## src/verilog/cfg_info_pkg.sv

```systemverilog
// Layout assumes six groups of six 32-bit words, most significant byte first
`default_nettype none

package cfg_info_pkg;

    // ----------------------------------------
    // Frame layout
    // ----------------------------------------
    localparam int WORDS_PER_GROUP = 6;
    localparam int BYTES_PER_WORD  = 4;
    localparam int NUM_GROUPS      = 6;
    localparam int GROUP_BYTES     = WORDS_PER_GROUP * BYTES_PER_WORD;

    // Bytes of the table window that follows the header
    localparam int TABLE_BYTES     = NUM_GROUPS * GROUP_BYTES;

    // ----------------------------------------
    // Link symbol
    // ----------------------------------------
    typedef struct packed {
        logic       rsvd;
        logic       sof;
        logic [7:0] data;
    } cfg_symbol_t;

    // Symbol position within a frame, start symbol is 0
    typedef logic [8:0] frame_index_t;

    // ----------------------------------------
    // Limit storage
    // ----------------------------------------
    typedef logic [31:0] limit_word_t;
    typedef limit_word_t [WORDS_PER_GROUP-1:0] limit_group_t;

    // First field lands in the top bits of the table
    typedef struct packed {
        limit_group_t engn_ul;
        limit_group_t engn_dl;
        limit_group_t elec_ul;
        limit_group_t elec_dl;
        limit_group_t mnt_ul;
        limit_group_t mnt_dl;
    } limit_table_t;

    // Write addressing
    typedef logic [NUM_GROUPS-1:0] group_sel_t;
    typedef logic [2:0]            word_index_t;
    // Lane 0 is the most significant byte
    typedef logic [1:0]            byte_lane_t;

endpackage

`default_nettype wire
```

## src/verilog/cfg_info_frame.sv

```systemverilog
// Header lengths must satisfy base plus 144 within 9 bits; limits update 2 cycles after a strobe
`default_nettype none
`timescale 1ns/10ps

module cfg_info_frame #(
    parameter int HDR_LEN_SHORT = 16,
    parameter int HDR_LEN_LONG  = 40
) (
    input  wire                          clk_sys,
    input  wire                          rst_sys_n,
    input  wire                          slink_cfg_dval,
    input  wire cfg_info_pkg::cfg_symbol_t slink_cfg_data,
    input  wire                          cfg_chaddr_sel,
    input  wire                          cfg_done,
    output cfg_info_pkg::limit_table_t   limits
);

    cfg_info_pkg::group_sel_t    group_sel;
    cfg_info_pkg::word_index_t   word_index;
    cfg_info_pkg::byte_lane_t    byte_lane;
    logic [7:0]                  wr_byte;
    cfg_info_pkg::limit_group_t  grp_words [cfg_info_pkg::NUM_GROUPS];

    // ----------------------------------------
    // Index counter and write decode
    // ----------------------------------------
    cfg_frame_tracker #(
        .HDR_LEN_SHORT  (HDR_LEN_SHORT),
        .HDR_LEN_LONG   (HDR_LEN_LONG)
    ) u_tracker (
        .clk_sys        (clk_sys),
        .rst_sys_n      (rst_sys_n),
        .slink_cfg_dval (slink_cfg_dval),
        .slink_cfg_data (slink_cfg_data),
        .cfg_chaddr_sel (cfg_chaddr_sel),
        .cfg_done       (cfg_done),
        .group_sel      (group_sel),
        .word_index     (word_index),
        .byte_lane      (byte_lane),
        .wr_byte        (wr_byte)
    );

    // ----------------------------------------
    // Group stores, in frame order
    // ----------------------------------------
    for (genvar g = 0; g < cfg_info_pkg::NUM_GROUPS; g++) begin : g_group
        cfg_limit_group u_group (
            .clk_sys    (clk_sys),
            .rst_sys_n  (rst_sys_n),
            .wr_en      (group_sel[g]),
            .word_index (word_index),
            .byte_lane  (byte_lane),
            .wr_byte    (wr_byte),
            .words      (grp_words[g])
        );
    end

    // Group 0 is the first group after the header
    assign limits.engn_ul = grp_words[0];
    assign limits.engn_dl = grp_words[1];
    assign limits.elec_ul = grp_words[2];
    assign limits.elec_dl = grp_words[3];
    assign limits.mnt_ul  = grp_words[4];
    assign limits.mnt_dl  = grp_words[5];

endmodule

`default_nettype wire

```

## src/verilog/cfg_limit_group.sv

```systemverilog
// Word and lane addresses above the group size are never issued by the tracker
`default_nettype none
`timescale 1ns/10ps

module cfg_limit_group (
    input  wire                         clk_sys,
    input  wire                         rst_sys_n,
    input  wire                         wr_en,
    input  wire cfg_info_pkg::word_index_t word_index,
    input  wire cfg_info_pkg::byte_lane_t  byte_lane,
    input  wire [7:0]                   wr_byte,
    output cfg_info_pkg::limit_group_t  words
);

    localparam int NUM_BYTES = cfg_info_pkg::WORDS_PER_GROUP * cfg_info_pkg::BYTES_PER_WORD;

    logic [NUM_BYTES-1:0] byte_en;
    logic [4:0]           byte_addr;

    // ----------------------------------------
    // Byte enable decode
    // ----------------------------------------
    // Word number times four plus lane
    assign byte_addr = {word_index, byte_lane};

    always_comb begin
        byte_en = '0;
        if (wr_en) begin
            byte_en = NUM_BYTES'(1) << byte_addr;
        end
    end

    // ----------------------------------------
    // Word storage
    // ----------------------------------------
    // Untouched lanes keep their old value,
    // so a partial frame only patches what it carries
    always_ff @(posedge clk_sys or negedge rst_sys_n) begin
        if (!rst_sys_n) begin
            words <= '0;
        end else begin
            for (int w = 0; w < cfg_info_pkg::WORDS_PER_GROUP; w++) begin
                for (int b = 0; b < cfg_info_pkg::BYTES_PER_WORD; b++) begin
                    if (byte_en[w*cfg_info_pkg::BYTES_PER_WORD + b]) begin
                        // Lane 0 goes to bits 31:24
                        words[w][8*(cfg_info_pkg::BYTES_PER_WORD-1-b) +: 8] <= wr_byte;
                    end
                end
            end
        end
    end

endmodule

`default_nettype wire

```

## src/verilog/cfg_frame_tracker.sv

```systemverilog
// Base index plus 144 must fit in 9 bits; no back-pressure, every strobe is consumed
`default_nettype none
`timescale 1ns/10ps

module cfg_frame_tracker #(
    parameter int HDR_LEN_SHORT = 16,
    parameter int HDR_LEN_LONG  = 40
) (
    input  wire                        clk_sys,
    input  wire                        rst_sys_n,
    input  wire                        slink_cfg_dval,
    input  wire cfg_info_pkg::cfg_symbol_t slink_cfg_data,
    input  wire                        cfg_chaddr_sel,
    input  wire                        cfg_done,
    output cfg_info_pkg::group_sel_t   group_sel,
    output cfg_info_pkg::word_index_t  word_index,
    output cfg_info_pkg::byte_lane_t   byte_lane,
    output logic [7:0]                 wr_byte
);

    cfg_info_pkg::frame_index_t idx_q;
    cfg_info_pkg::frame_index_t idx_next;
    cfg_info_pkg::frame_index_t base;
    cfg_info_pkg::frame_index_t win_off;
    logic [2:0]                 grp_num;
    logic [4:0]                 grp_byte;
    logic                       accept;
    logic                       in_window;
    logic                       wr_ok;

    // ----------------------------------------
    // Frame index counter
    // ----------------------------------------
    // Strobes are ignored while configuration is done
    assign accept   = slink_cfg_dval && !cfg_done;

    // Index this symbol takes once counted
    assign idx_next = slink_cfg_data.sof ? '0 : idx_q + 9'd1;

    always_ff @(posedge clk_sys or negedge rst_sys_n) begin
        if (!rst_sys_n) begin
            idx_q <= '0;
        end else if (accept) begin
            idx_q <= idx_next;
        end
    end

    // ----------------------------------------
    // Window test and address decode
    // ----------------------------------------
    assign base = cfg_chaddr_sel ? cfg_info_pkg::frame_index_t'(HDR_LEN_LONG)
                                 : cfg_info_pkg::frame_index_t'(HDR_LEN_SHORT);

    // Byte offset into the table, meaningful only inside the window
    assign win_off = idx_next - base;

    assign in_window = !slink_cfg_data.sof && (idx_next >= base) &&
                       (win_off < cfg_info_pkg::frame_index_t'(cfg_info_pkg::TABLE_BYTES));

    assign wr_ok = accept && in_window;

    // Group number and byte position inside that group
    assign grp_num  = 3'(win_off / cfg_info_pkg::frame_index_t'(cfg_info_pkg::GROUP_BYTES));
    assign grp_byte = 5'(win_off % cfg_info_pkg::frame_index_t'(cfg_info_pkg::GROUP_BYTES));

    // ----------------------------------------
    // Registered write request
    // ----------------------------------------
    // One-hot for a single cycle per accepted byte
    always_ff @(posedge clk_sys or negedge rst_sys_n) begin
        if (!rst_sys_n) begin
            group_sel <= '0;
        end else if (wr_ok) begin
            group_sel <= cfg_info_pkg::group_sel_t'(1) << grp_num;
        end else begin
            group_sel <= '0;
        end
    end

    // Address and data qualified by group_sel
    always_ff @(posedge clk_sys) begin
        if (wr_ok) begin
            word_index <= cfg_info_pkg::word_index_t'(
                              grp_byte / 5'(cfg_info_pkg::BYTES_PER_WORD));
            byte_lane  <= cfg_info_pkg::byte_lane_t'(
                              grp_byte % 5'(cfg_info_pkg::BYTES_PER_WORD));
            wr_byte    <= slink_cfg_data.data;
        end
    end

endmodule

`default_nettype wire

```

## config.mk

```make
export PLATFORM = sky130hd
export DESIGN_NAME = cfg_info_frame
export DESIGN_NICKNAME = d
export VERILOG_FILES = /design/src/verilog/cfg_info_pkg.sv /design/src/verilog/cfg_info_frame.sv /design/src/verilog/cfg_limit_group.sv /design/src/verilog/cfg_frame_tracker.sv
export SDC_FILE = /design/constraint.sdc
export NUM_CORES = 1
export LEC_CHECK = 0
export CAP_MARGIN = 20
export CORE_AREA = 2 2 452 454
export CTS_BUF_LIST = sky130_fd_sc_hd__clkbuf_16
export DETAILED_ROUTE_END_ITERATION = 10
export DIE_AREA = 0 0 454 456
export DONT_BUFFER_PORTS = 1
export HOLD_SLACK_MARGIN = 0.06
export PLACE_DENSITY = 0.47
export RECOVER_POWER = 50
export REMOVE_ABC_BUFFERS = 1
export SYNTH_ARGS = -nofsm -noshare
export SYNTH_HDL_FRONTEND = slang
export SYNTH_HIERARCHICAL = 1
export SYNTH_SLANG_ARGS = --single-unit
```

## constraint.sdc

```tcl
create_clock -name clk_sys -period 3.34 [get_ports clk_sys]
set_input_delay 0.167 -clock clk_sys [delete_from_list [all_inputs] [get_ports clk_sys]]
set_output_delay 0.167 -clock clk_sys [all_outputs]
set_load 0.02 [all_outputs]
```

==> impl_metrics.ini <==
[setup_path]
crit_path_end_kind = register
critPathTopFamily = compound AO/OA/AOI/OAI gates
path_buf_inv = 2
slowest_stage = dfrtp_2
arrival_ps = 3860
cp_max_fo = 5
critPathLaunchType = register
crit_type = register to register
required_ps = 3840
cp_cell_sequence = ha_2 > nand3_2 > xor2_2 > nor2_2 > buf_4 > fa_2 > buf_6 > nand2_2 > nor4_1 > o211a_1 > o21a_1 > a2111oi_4 > a21oi_2 > a32oi_1 > o211ai_1
cp_slowest_stage_delay_ps = 430

[global_route]
grt_max_degree = 219
grt_pass1_vias = 26200
antenna_found_initial = 3
grt_util_all_layers_pct = 15.1
grt-ovfl-total = 0
grt_pass1_wl_um = 223000

[placed_design]
dp_hpwl_um = 109000
pre_cts_ws_ps = -101
portBuffers = 0
placed_cells = 5435
gp_congestion = 0.772

[cts]
htree_num_levels = 4
cts_tree = yes
cts.sinks = 1180
clockBufferDepth = 3
cts_buffers = 138
cts_hold_buf = 35
cts_root_buf = clkbuf_16
clk_latency_ps = 790
path_clk_slew_ps = 60

[route]
first_iter_violations = 1583
wire_per_inst_um = 28.2
drt_wl_total_um = 161000
firstDrtPassIters = 4
drc = 0
viasPerCell = 4.40
antenna_left = 0
num_vias = 25100

[pwr]
peakVddDrop_v = 0.000484
powerDensity_nw_per_um2 = 537
p_leak_uw = 0.0271

[logic_synthesis]
synthTopCellsByArea = dfrtp_1 63%, mux2_2 27%, mux2_4 1.5%, clkbuf_1 0.90%, edfxtp_1 0.84%
synth_edf_count = 13
synthFlopType = dfrtp_1
syn_avg_cell_area_um2 = 16.1
synth.top_cell.area_share_pct = 62.8
yosys_warnings = 6
syn_area_um2 = 46500
yosysTopAreaCell = dfrtp_1
ys_seq_area_share_pct = 63.6
ys_types = 70
async_flop_share_pct = 98.9
syn_inst = 2895
ys_ff_latch = 1180

[job]
cap_violations = 3

[finish]
drive_gt1_share_pct = 49.3
syn2layout_area_growth_pct = 17.0
fillers = 20500
multi_input_area_um2 = 16100
utilization_pct = 27.0
final_cell_count_no_fill = 5715
final-seq-area_um2 = 29600
nNetsFinal = 2964

[timing]
layout_setup_ws_ps = -15.7
fmax_mhz = 298
hold_viol = 176
setup_violations = 1
relSlewSlack_pct = -105
grt_setup_unrepaired = yes
worstMarginPinSlew_ps = 3080
whs_ps = -923
layout_min_cycle_time_ps = 3360
report.final.slew_viol_count = 573
fin_skew_ps = 21.4
fin_crit_sh_pct = 100

[floorplanning]
coreArea_um2 = 202000
io_pins = 1167
die_w_um = 454
dieArea_um2 = 207000
fp.dieH_um = 456
initial_utilization_pct = 23.1
rows = 165

[outcome]
status = finished, violations left
violations = negative hold slack, max-capacitance violations, max-slew violations, negative setup slack

[hold_path]
hold_class = primary input to async pin
==> path summary, 6_finish.rpt <==
kind / end / start / cells past startpoint / slack (ps)
worst max-delay path: u_tracker/word_index[2]$_DFFE_PP_ / u_tracker/idx_q[1]$_DFFE_PN0P_ / 15 / -20
worst min-delay path: g_group[0].u_group/words[178]$_DFFE_PN0P_ / rst_sys_n / 0 / -920
worst max register to register: u_tracker/word_index[2]$_DFFE_PP_ / u_tracker/idx_q[1]$_DFFE_PN0P_ / 15 / -20
worst min register to register: u_tracker/idx_q[8]$_DFFE_PN0P_ / u_tracker/idx_q[8]$_DFFE_PN0P_ / 2 / 580
max in group asynchronous: g_group[2].u_group/words[42]$_DFFE_PN0P_ / rst_sys_n / 2 / 430
min in group clk_sys: u_tracker/idx_q[7]$_DFFE_PN0P_ / slink_cfg_data[8] / 3 / 80
==> logic make-up after synthesis <==
group                    synth area share, %
AO/OA/AOI/OAI                           1.02
adder cells (fa/ha/maj)                0.151
buffers and inverters                   1.99
multiplexers                            28.4
XOR/XNOR                               0.207
AND/OR/NAND/NOR                         4.60
flip-flops                              63.6
==> layer usage <==
layer | track usage, % | routed length [µm] | part of all wire, %
met1 | 17.1 | 61200 | 38
met2 | 26.0 | 81300 | 51
met3 | 4.84 | 11700 | 7.3
met4 | 6.43 | 6720 | 4.2
met5 | 0 | 0 | 0
==> sequential cells by signal, indices dropped and copies added, names as in the netlist <==
register	flops
g_group.u_group/words	1152
u_tracker/idx_q	9
u_tracker/wr_byte	8
u_tracker/group_sel	6
u_tracker/word_index	3
u_tracker/byte_lane	2
==> area by class of cell <==
| cell class | instances | share of cell area, % |
|---|---|---|
| diodes | 4 | 0.0184 |
| clock buffers | 141 | 6.48 |
| clock inverters | 94 | 1.18 |
| inverters | 4 | 0.0345 |
| multi-input cells | 1518 | 29.7 |
| flip-flops and latches | 1180 | 54.4 |
| well taps | 2672 | 6.14 |
| repair buffers | 102 | 2.10 |
==> metrics by stage <==
step	cell area, µm²	hold WS [ps]	power, µW	setup TNS (ps)
after floorplan	45600	-129	14900	-2140
after global placement	49800	-125	15300	0
after detailed placement	49800	-126	15300	-786
after CTS	54300	-1030	29800	0
after global routing	54400	-1000	30400	-7300
final	54400	-923	29200	-15.7
==> cell usage after synthesis (all sizes together), types with 2 or more instances <==
cell type	instances
o31ai	5
edfxtp	13
and4bb	12
nor2b	36
nand2b	6
o21ai	10
mux2i	2
xnor2	6
o211ai	4
a2111oi	2
or4	2
a221oi	2
nand4	14
ha	4
clkbuf	117
and4	13
xor2	5
nor3b	7
and3	19
a32oi	2
or3	6
nor3	11
a21oi	12
nand4b	6
nand3	29
dfrtp	1167
o211a	2
a211oi	5
nand2	76
and2	10
nor4b	6
mux2	1157
o22ai	2
nor2	24
buf	76
o21a	2
nor4	6
a31oi	3
inv	3
==> cell usage in the layout, fill, tap and decap left out, types with 5 or more instances in the layout <==
cell type / Yosys / routed
a21oi_1: 11 / 10
inv_6: 0 / 6
inv_1: 3 / 43
clkinv_2: 0 / 5
edfxtp_1: 13 / 13
buf_12: 0 / 21
o21ai_0: 8 / 7
mux2_2: 1109 / 1108
and2_0: 6 / 6
mux2_4: 48 / 49
or3_1: 6 / 6
nand3_2: 24 / 25
nor2b_1: 36 / 35
dfrtp_1: 1167 / 1166
nor3b_4: 6 / 6
nand4_2: 12 / 12
and4bb_1: 12 / 12
dlygate4sd3_1: 0 / 35
buf_4: 19 / 40
and3_1: 18 / 18
clkbuf_16: 0 / 141
nor2_1: 12 / 8
nand2_1: 74 / 72
clkinv_1: 1 / 28
nor3_1: 9 / 9
nand4b_4: 6 / 6
nand2b_1: 6 / 5
and4_1: 12 / 12
nor4b_4: 6 / 6
nor2_2: 12 / 14
==> report_power, final <==
group / internal [µW] / switching, µW
Clock: 7950 / 6160
Sequential: 14400 / 118
Combinational: 197 / 435
==> what timing repair did <==
item                                   in CTS  in global routing
gates resized for setup                     7                 29
setup endpoints to repair                  19                 21
setup buffers                               2                  4
endpoints found under the hold margin     787                746
pin swaps                                   2                 16
No activity file was read; power rests on OpenSTA's default activity.
